$ cat src/rtl/rv_int_pkg.sv
package rv_int_pkg;

  // major opcodes of the supported subset
  localparam logic [6:0] opc_lui    = 7'b0110111;
  localparam logic [6:0] opc_auipc  = 7'b0010111;
  localparam logic [6:0] opc_op_imm = 7'b0010011;
  localparam logic [6:0] opc_op     = 7'b0110011;
  localparam logic [6:0] opc_load   = 7'b0000011;

  typedef enum logic [3:0] {
    alu_add,
    alu_sub,
    alu_sll,
    alu_slt,
    alu_sltu,
    alu_xor,
    alu_srl,
    alu_sra,
    alu_or,
    alu_and,
    // forwards operand b, used by lui
    alu_pass_b
  } alu_op_e;

  typedef enum logic [1:0] {
    load_byte,
    load_half,
    load_word
  } load_size_e;

  typedef struct packed {
    logic [4:0]  rs1;
    logic [4:0]  rs2;
    logic [4:0]  rd;
    logic        use_rs1;
    logic        use_rs2;
    logic [31:0] imm;
    alu_op_e     alu_op;
    // operand a taken from the pc (auipc)
    logic        a_is_pc;
    logic        b_is_imm;
    logic        writes_rd;
    logic        is_load;
    load_size_e  load_size;
    logic        load_signed;
  } decoded_t;

  typedef struct packed {
    logic        valid;
    logic [31:0] addr;
  } mem_req_t;

  // writeback, register file write and bypass source
  typedef struct packed {
    logic        valid;
    logic [4:0]  rd;
    logic [31:0] data;
  } wb_t;

endpackage

$ cat src/rtl/instr_decoder.sv
module instr_decoder (
  input  logic [31:0]          inst,
  output rv_int_pkg::decoded_t dec
);
  import rv_int_pkg::*;

  logic [6:0]  opcode;
  logic [2:0]  funct3;
  logic [6:0]  funct7;
  logic [31:0] imm_i;
  logic [31:0] imm_u;
  logic        is_op;
  logic        plain_f7;
  logic        alt_f7;
  alu_op_e     arith_op;
  logic        arith_ok;

  assign opcode   = inst[6:0];
  assign funct3   = inst[14:12];
  assign funct7   = inst[31:25];
  assign imm_i    = {{20{inst[31]}}, inst[31:20]};
  assign imm_u    = {inst[31:12], 12'h000};
  assign is_op    = opcode == opc_op;
  assign plain_f7 = funct7 == 7'b0000000;
  assign alt_f7   = funct7 == 7'b0100000;

  // funct3 and funct7 shared by op and op-imm
  // op-imm has no funct7 except on shifts
  always_comb begin
    arith_op = alu_add;
    arith_ok = 1'b1;
    case (funct3)
      3'b000: begin
        arith_op = (is_op && alt_f7) ? alu_sub : alu_add;
        arith_ok = !is_op || plain_f7 || alt_f7;
      end
      3'b001: begin
        arith_op = alu_sll;
        arith_ok = plain_f7;
      end
      3'b010: begin
        arith_op = alu_slt;
        arith_ok = !is_op || plain_f7;
      end
      3'b011: begin
        arith_op = alu_sltu;
        arith_ok = !is_op || plain_f7;
      end
      3'b100: begin
        arith_op = alu_xor;
        arith_ok = !is_op || plain_f7;
      end
      3'b101: begin
        arith_op = alt_f7 ? alu_sra : alu_srl;
        arith_ok = plain_f7 || alt_f7;
      end
      3'b110: begin
        arith_op = alu_or;
        arith_ok = !is_op || plain_f7;
      end
      default: begin
        arith_op = alu_and;
        arith_ok = !is_op || plain_f7;
      end
    endcase
  end

  always_comb begin
    dec           = '0;
    dec.rs1       = inst[19:15];
    dec.rs2       = inst[24:20];
    dec.rd        = inst[11:7];
    dec.alu_op    = alu_add;
    dec.load_size = load_word;
    case (opcode)
      opc_lui: begin
        dec.imm       = imm_u;
        dec.alu_op    = alu_pass_b;
        dec.b_is_imm  = 1'b1;
        dec.writes_rd = 1'b1;
      end
      opc_auipc: begin
        dec.imm       = imm_u;
        dec.a_is_pc   = 1'b1;
        dec.b_is_imm  = 1'b1;
        dec.writes_rd = 1'b1;
      end
      opc_op_imm: begin
        dec.imm       = imm_i;
        dec.alu_op    = arith_op;
        dec.use_rs1   = arith_ok;
        dec.b_is_imm  = 1'b1;
        dec.writes_rd = arith_ok;
      end
      opc_op: begin
        dec.alu_op    = arith_op;
        dec.use_rs1   = arith_ok;
        dec.use_rs2   = arith_ok;
        dec.writes_rd = arith_ok;
      end
      opc_load: begin
        dec.imm      = imm_i;
        dec.b_is_imm = 1'b1;
        // lb, lh, lw, lbu, lhu
        if (funct3 inside {3'b000, 3'b001, 3'b010, 3'b100, 3'b101}) begin
          dec.use_rs1     = 1'b1;
          dec.writes_rd   = 1'b1;
          dec.is_load     = 1'b1;
          dec.load_signed = !funct3[2];
          dec.load_size   = (funct3[1:0] == 2'b00) ? load_byte :
                            (funct3[1:0] == 2'b01) ? load_half : load_word;
        end
      end
      default: begin
        // outside the subset, retires with no writeback
        dec.imm = '0;
      end
    endcase
  end

endmodule

$ cat src/rtl/register_file.sv
module register_file (
  input  logic            clock,
  input  logic [4:0]      raddr_a,
  input  logic [4:0]      raddr_b,
  output logic [31:0]     rdata_a,
  output logic [31:0]     rdata_b,
  input  rv_int_pkg::wb_t write
);
  import rv_int_pkg::*;

  // x0 has no storage
  logic [31:0] regs [1:31];

  always_ff @(posedge clock) begin
    if (write.valid && write.rd != 5'd0) begin
      regs[write.rd] <= write.data;
    end
  end

  // asynchronous reads, same-cycle write is covered by the wb bypass
  assign rdata_a = (raddr_a == 5'd0) ? 32'h0 : regs[raddr_a];
  assign rdata_b = (raddr_b == 5'd0) ? 32'h0 : regs[raddr_b];

endmodule

$ cat src/rtl/decode_stage.sv
module decode_stage (
  input  logic                 clock,
  input  logic                 reset,
  input  logic                 inst_valid,
  input  logic [31:0]          inst,
  input  logic [31:0]          pc,
  output logic                 inst_ready,
  output logic [4:0]           rf_raddr_a,
  output logic [4:0]           rf_raddr_b,
  input  logic [31:0]          rf_rdata_a,
  input  logic [31:0]          rf_rdata_b,
  input  rv_int_pkg::wb_t      ex_fwd,
  input  rv_int_pkg::wb_t      wb,
  output logic                 ex_valid,
  output rv_int_pkg::decoded_t ex_dec,
  output logic [31:0]          ex_pc,
  output logic [31:0]          operand_a,
  output logic [31:0]          operand_b
);
  import rv_int_pkg::*;

  logic        valid_q;
  logic [31:0] inst_q;
  logic [31:0] pc_q;
  decoded_t    held;
  decoded_t    offer;
  logic        held_load;
  logic        hit_rs1;
  logic        hit_rs2;
  logic        accept;
  logic [31:0] rs2_value;

  // execute result wins over writeback, writeback over the register file
  function automatic logic [31:0] bypass(input logic [4:0] rs, input logic [31:0] rf_data,
                                         input wb_t fwd_ex, input wb_t fwd_wb);
    if (rs == 5'd0) begin
      return 32'h0;
    end else if (fwd_ex.valid && fwd_ex.rd == rs) begin
      return fwd_ex.data;
    end else if (fwd_wb.valid && fwd_wb.rd == rs) begin
      return fwd_wb.data;
    end
    return rf_data;
  endfunction

  instr_decoder i_held_decoder (
    .inst (inst_q),
    .dec  (held)
  );

  // source fields of the offered word for the load-use check
  instr_decoder i_offer_decoder (
    .inst (inst),
    .dec  (offer)
  );

  assign held_load  = valid_q && held.is_load && held.rd != 5'd0;
  assign hit_rs1    = offer.use_rs1 && offer.rs1 == held.rd;
  assign hit_rs2    = offer.use_rs2 && offer.rs2 == held.rd;
  assign inst_ready = !(inst_valid && held_load && (hit_rs1 || hit_rs2));
  assign accept     = inst_valid && inst_ready;

  // a stall or an idle source leaves a bubble
  always_ff @(posedge clock) begin
    if (reset) begin
      valid_q <= 1'b0;
    end else begin
      valid_q <= accept;
    end
  end

  always_ff @(posedge clock) begin
    if (accept) begin
      inst_q <= inst;
      pc_q   <= pc;
    end
  end

  assign rf_raddr_a = held.rs1;
  assign rf_raddr_b = held.rs2;

  assign rs2_value = bypass(held.rs2, rf_rdata_b, ex_fwd, wb);
  assign operand_a = bypass(held.rs1, rf_rdata_a, ex_fwd, wb);
  assign operand_b = held.b_is_imm ? held.imm : rs2_value;

  assign ex_valid = valid_q;
  assign ex_dec   = held;
  assign ex_pc    = pc_q;

endmodule

$ cat src/rtl/execute_stage.sv
module execute_stage (
  input  logic                 clock,
  input  logic                 reset,
  input  logic                 ex_valid,
  input  rv_int_pkg::decoded_t ex_dec,
  input  logic [31:0]          ex_pc,
  input  logic [31:0]          operand_a,
  input  logic [31:0]          operand_b,
  output rv_int_pkg::mem_req_t mem_req,
  input  logic [31:0]          mem_rdata,
  output rv_int_pkg::wb_t      ex_fwd,
  output rv_int_pkg::wb_t      wb
);
  import rv_int_pkg::*;

  // contents of the execute and writeback registers
  typedef struct packed {
    logic        write;
    logic        is_load;
    load_size_e  load_size;
    logic        load_signed;
    logic [4:0]  rd;
    logic [31:0] result;
  } stage_t;

  stage_t      ex_next;
  stage_t      ex_q;
  stage_t      wb_q;
  logic [31:0] alu_a;
  logic [31:0] alu_b;
  logic [4:0]  shamt;
  logic [31:0] alu_result;
  logic [31:0] lane;
  logic [31:0] load_data;

  // auipc adds the immediate to the pc
  assign alu_a = ex_dec.a_is_pc ? ex_pc : operand_a;
  assign alu_b = operand_b;
  assign shamt = alu_b[4:0];

  always_comb begin
    case (ex_dec.alu_op)
      alu_add:    alu_result = alu_a + alu_b;
      alu_sub:    alu_result = alu_a - alu_b;
      alu_sll:    alu_result = alu_a << shamt;
      alu_slt:    alu_result = {31'h0, $signed(alu_a) < $signed(alu_b)};
      alu_sltu:   alu_result = {31'h0, alu_a < alu_b};
      alu_xor:    alu_result = alu_a ^ alu_b;
      alu_srl:    alu_result = alu_a >> shamt;
      alu_sra:    alu_result = $unsigned($signed(alu_a) >>> shamt);
      alu_or:     alu_result = alu_a | alu_b;
      alu_and:    alu_result = alu_a & alu_b;
      alu_pass_b: alu_result = alu_b;
      default:    alu_result = 32'h0;
    endcase
  end

  always_comb begin
    ex_next.write       = ex_valid && ex_dec.writes_rd && ex_dec.rd != 5'd0;
    ex_next.is_load     = ex_valid && ex_dec.is_load;
    ex_next.load_size   = ex_dec.load_size;
    ex_next.load_signed = ex_dec.load_signed;
    ex_next.rd          = ex_dec.rd;
    ex_next.result      = alu_result;
  end

  always_ff @(posedge clock) begin
    ex_q <= ex_next;
    wb_q <= ex_q;
    if (reset) begin
      ex_q.write   <= 1'b0;
      ex_q.is_load <= 1'b0;
      wb_q.write   <= 1'b0;
      wb_q.is_load <= 1'b0;
    end
  end

  // the load address is the alu result held in the execute register
  assign mem_req.valid = ex_q.is_load;
  assign mem_req.addr  = ex_q.result;

  // load results are not ready yet, so they are never forwarded from here
  assign ex_fwd.valid = ex_q.write && !ex_q.is_load;
  assign ex_fwd.rd    = ex_q.rd;
  assign ex_fwd.data  = ex_q.result;

  // mem_rdata arrives while the load sits in the writeback register
  assign lane = mem_rdata >> {wb_q.result[1:0], 3'b000};

  always_comb begin
    case (wb_q.load_size)
      load_byte: load_data = {{24{wb_q.load_signed && lane[7]}}, lane[7:0]};
      load_half: load_data = {{16{wb_q.load_signed && lane[15]}}, lane[15:0]};
      default:   load_data = mem_rdata;
    endcase
  end

  assign wb.valid = wb_q.write;
  assign wb.rd    = wb_q.rd;
  assign wb.data  = wb_q.is_load ? load_data : wb_q.result;

endmodule

$ cat src/rtl/rv_int_pipe.sv
module rv_int_pipe (
  input  logic                 clock,
  input  logic                 reset,
  input  logic                 inst_valid,
  input  logic [31:0]          inst,
  input  logic [31:0]          pc,
  output logic                 inst_ready,
  output rv_int_pkg::mem_req_t mem_req,
  input  logic [31:0]          mem_rdata,
  output rv_int_pkg::wb_t      wb
);
  import rv_int_pkg::*;

  logic [4:0]  rf_raddr_a;
  logic [4:0]  rf_raddr_b;
  logic [31:0] rf_rdata_a;
  logic [31:0] rf_rdata_b;
  wb_t         ex_fwd;
  logic        ex_valid;
  decoded_t    ex_dec;
  logic [31:0] ex_pc;
  logic [31:0] operand_a;
  logic [31:0] operand_b;

  decode_stage i_decode_stage (
    .clock      (clock),
    .reset      (reset),
    .inst_valid (inst_valid),
    .inst       (inst),
    .pc         (pc),
    .inst_ready (inst_ready),
    .rf_raddr_a (rf_raddr_a),
    .rf_raddr_b (rf_raddr_b),
    .rf_rdata_a (rf_rdata_a),
    .rf_rdata_b (rf_rdata_b),
    .ex_fwd     (ex_fwd),
    .wb         (wb),
    .ex_valid   (ex_valid),
    .ex_dec     (ex_dec),
    .ex_pc      (ex_pc),
    .operand_a  (operand_a),
    .operand_b  (operand_b)
  );

  // written from the writeback port
  register_file i_register_file (
    .clock   (clock),
    .raddr_a (rf_raddr_a),
    .raddr_b (rf_raddr_b),
    .rdata_a (rf_rdata_a),
    .rdata_b (rf_rdata_b),
    .write   (wb)
  );

  execute_stage i_execute_stage (
    .clock     (clock),
    .reset     (reset),
    .ex_valid  (ex_valid),
    .ex_dec    (ex_dec),
    .ex_pc     (ex_pc),
    .operand_a (operand_a),
    .operand_b (operand_b),
    .mem_req   (mem_req),
    .mem_rdata (mem_rdata),
    .ex_fwd    (ex_fwd),
    .wb        (wb)
  );

endmodule

$ cat config.mk
export PLATFORM = sky130hd
export DESIGN_NAME = rv_int_pipe
export DESIGN_NICKNAME = d
export VERILOG_FILES = /design/src/rtl/rv_int_pkg.sv /design/src/rtl/instr_decoder.sv /design/src/rtl/register_file.sv /design/src/rtl/decode_stage.sv /design/src/rtl/execute_stage.sv /design/src/rtl/rv_int_pipe.sv
export SDC_FILE = /design/constraint.sdc
export NUM_CORES = 2
export LEC_CHECK = 0
export BUFFER_PORTS_ARGS = -buffer_cell sky130_fd_sc_hd__buf_2
export CORE_MARGIN = 4
export CORE_UTILIZATION = 63
export DETAILED_ROUTE_END_ITERATION = 16
export PLACE_DENSITY_LB_ADDON = 0.2
export SYNTH_ARGS = -nofsm -noshare
export SYNTH_HDL_FRONTEND = slang
export SYNTH_SLANG_ARGS = --single-unit
export TNS_END_PERCENT = 10
$ cat constraint.sdc
create_clock -name clock -period 9.5 [get_ports clock]
set_clock_uncertainty 0.15 [all_clocks]
set_input_delay 0.95 -clock clock [delete_from_list [all_inputs] [get_ports clock]]
set_output_delay 0.95 -clock clock [all_outputs]
set_load 0.01 [all_outputs]
==> reports/metrics.cfg <==
[status]
status = finished, violations left
failing_checks = DRC, capacitance limit, slew limit

[critical_path]
cpLargestDelayFamily = compound AO/OA/AOI/OAI gates
worstPathRequired_ns = 9.93
critical_path.max_fanout = 18
kind_of_end_point_of_the_critical_path = register
criticalPathCategory = reg -> reg
critPathLaunchType = register
timing.critical_path.slowest_stage_cell = sky130_fd_sc_hd__o2111ai_1
cp_num_buf_inv = 3
crit_chain = xnor2_1 > nand4_1 > o2111ai_1 > o221ai_1 > a32oi_4 > buf_4 > ha_1 > inv_1 > fa_1 > a21oi_1 > o21ai_0 > a2111oi_0 > nor3_1 > nor3_1 > buf_4 > a21oi_1 > o41ai_1 > xnor2_1 > o22ai_1 > or4_1
crit_path_dat_ns = 9.22
cp_slowest_stage_delay_ns = 1.31

[routing]
post_drt_via_cell_ratio = 7.94
detailedRoute.firstPassIterationCount = 14
wl_met1_mm = 80.2
remaining_drc_errors = 2
route.met2.wl_mm = 111
routed-via-count = 48755
highest-signal-layer = met5
wl_per_cell_microns = 41.6
routed_wirelength_mm = 255
met3_length_mm = 39.8
drt_iter0_drc = 8676
drt_antenna_net_count = 0

[sta]
setup_total_negative_slack_ns = 0
max_freq_mhz = 114
grt_setup_unrepaired = false
setup_viol = 0
finalHoldViolations = 0
timing.final.crit_share_pct = 92.6
fin_hold_ws_ns = 0.181
finalWorstPathRequiredPeriod_ns = 8.79
finalWorstSetupSlack_ns = 0.705
timing_max_transition_violations_final = 5
worst_slew_pin_slew_ns = 1.60
max_slew_margin_pct = -6.70

[finish]
drive_gt1_share_pct = 22.4
layout.cells.non_filler = 6138
num-fill-cells = 6579
final_common_cell = sky130_fd_sc_hd__edfxtp_1
final_core_utilization_pct = 69.5
syn2layout_area_growth_pct = 9.64
finish.net_count = 4950
layout_common_cells = sky130_fd_sc_hd__edfxtp_1 (1056), sky130_fd_sc_hd__mux4_2 (406), sky130_fd_sc_hd__mux2i_1 (397)
postLayoutCellArea_sq_um = 69400

[power_and_ir_drop]
power.static_leakage_nw = 24.2
total_power_mw = 16.4
cellPowerDensity_nw_per_um2 = 237
peakVddDrop_v = 0.000187

[place]
placement.setup.worst_slack_ns = 1.40
dp.cells = 5917
place_congestion = 1.07
placed_cell_area_sq_um = 65700
buffer_ports.inserted = 170
hpwl_reported_at_the_end_of_detailed_placement_mm = 164

[cts]
postCtsSetupRepairBufs = 0
cts_buffers = 116
cts_hold_buf = 0
post_cts_resize_count = 0
htree_levels = 3
clk-insertion-delay-late_ns = 0.75
worst_setup_hold_path_clk_slew_ns = 0.06
max-clock-path-buffers = 3
cts_sinks = 1151
cts_tree = yes
root_buffer = sky130_fd_sc_hd__clkbuf_16

[flow_run]
maxCapViolations = 1

[synth]
synthDominantCellAreaShare_pct = 50.1
share_of_synthesized_area_spent_on_multiplexers_pct = 21.1
postSynthRegisterBits = 1151
synth_seq_area_share_pct = 53.1
yosys.area_share.xor_xnor_pct = 0.512
synth_adder_area_share_pct = 2.24
top_cells_by_area_in_the_synthesized_netlist = sky130_fd_sc_hd__edfxtp_1 (50%), sky130_fd_sc_hd__mux4_2 (14%), sky130_fd_sc_hd__mux2i_1 (6.3%)
syn-num-nets = 4861
syn-instance-count = 4650
async_flop_share_pct = 0
cell_taking_the_most_area_after_synthesis = sky130_fd_sc_hd__edfxtp_1
ys_types = 102
post_synth.cell_area_avg_sq_um = 13.6
syn_area_sq_um = 63300
ys.flop_type = sky130_fd_sc_hd__edfxtp_1
synth_compound_area_share_pct = 11.8
synthesis.yosys.warnings = 0
dominant_combinational_cell_family_by_area_after_synthesis = multiplexers
synth_simple_gate_area_share_pct = 7.28
synth-edff-count = 1056

[die]
placement_rows = 116
initial_utilization_pct = 63.4
chipHeight_microns = 325
io-pin-count = 171
floorplan.core_area_sq_um = 99900
dieWidth_microns = 325
die_area_sq_um = 106000

[min_path]
hold_path_class = reg -> reg

[global_routing]
global_route.usage.total_pct = 47.8
antenna_found_initial = 18
pin_count_of_the_biggest_net_entering_global_routing = 86
first_global_vias = 47037
grt-ovfl-total = 0
grt_pass1_wl_mm = 356

==> registers in the layout, summed over array words and instances, names as in the netlist, named ones only <==
| signal | flops |
|---|---|
| i_decode_stage.ex_valid | 1 |
| i_execute_stage.mem_req | 1 |
| i_execute_stage.wb | 6 |
| i_execute_stage.ex_q | 4 |
| i_register_file.regs | 992 |
| i_decode_stage.inst_q | 32 |
| i_execute_stage.wb_q | 36 |
| i_decode_stage.ex_pc | 32 |
| i_execute_stage.ex_fwd | 37 |
==> worst register-to-register path, delay by kind of cell, from the launching register on <==
family	cells	cell delay, ns
xor+xnor	2	0.43
fa+ha+maj	2	0.69
flops	1	1.05
simple gates	4	1.21
compound gates	9	4.62
buf+inv	3	0.54
==> synthesized netlist by cell type, drive strengths merged, types with 20 or more instances <==
cell type	instances
a221oi	30
o22ai	41
nor2	314
edfxtp	1056
mux2	23
o2111ai	22
and3	23
o21ai	150
ha	110
mux2i	397
nand2	250
nor2b	41
nor3	65
nand4	22
dfxtp	95
a22oi	123
clkbuf	155
a22o	20
a211oi	66
o211ai	62
buf	239
xnor2	26
a21o	34
mux4	406
nand2b	27
inv	111
o221ai	43
nand3	97
a21oi	211
and2	27
a31oi	40
nand3b	20
==> cell families after synthesis <==
logic type,Yosys count
AOI/OAI and AO/OA,1048
xor gates and xnor gates,37
adders and majority gates,112
and+or+nand+nor,970
buffers and inverters,506
DFF,1151
muxes,826
==> final cells by class <==
class                      instances  area, sq um  area share (%)
timing repair buffer             365         2430            3.50
clock inverter                    66          668           0.963
sequential                      1151        33600            48.5
clock buffer                     144         3040            4.38
multi-input combinational       2993        27600            39.7
antenna                            9         22.5          0.0324
inverter                         112          422           0.608
tap                             1298         1620            2.34
==> power breakdown <==
part	total, mW	switching [mW]	internal, mW
clock network	4.55	2.03	2.52
registers	6.73	0.368	6.36
logic	5.17	3.54	1.62
==> path summary, 6_finish.rpt <==
check,end,from,depth (start not counted),slack [ns]
worst max register to register,i_execute_stage.ex_fwd[28],i_decode_stage.inst_q[20],20,0.71
worst min register to register,i_execute_stage.wb_q[37],i_execute_stage.ex_q[37],0,0.18
worst max-delay path,i_execute_stage.ex_fwd[28],i_decode_stage.inst_q[20],20,0.71
worst min-delay path,i_execute_stage.wb_q[37],i_execute_stage.ex_q[37],0,0.18
==> metal layers <==
metal	up-vias	track usage, %
met5	-	0
met4	20	33.8
li1	18849	-
met1	23726	58.8
met2	4933	70.9
met3	1227	16.9
Power figures use the tool's default switching activity.
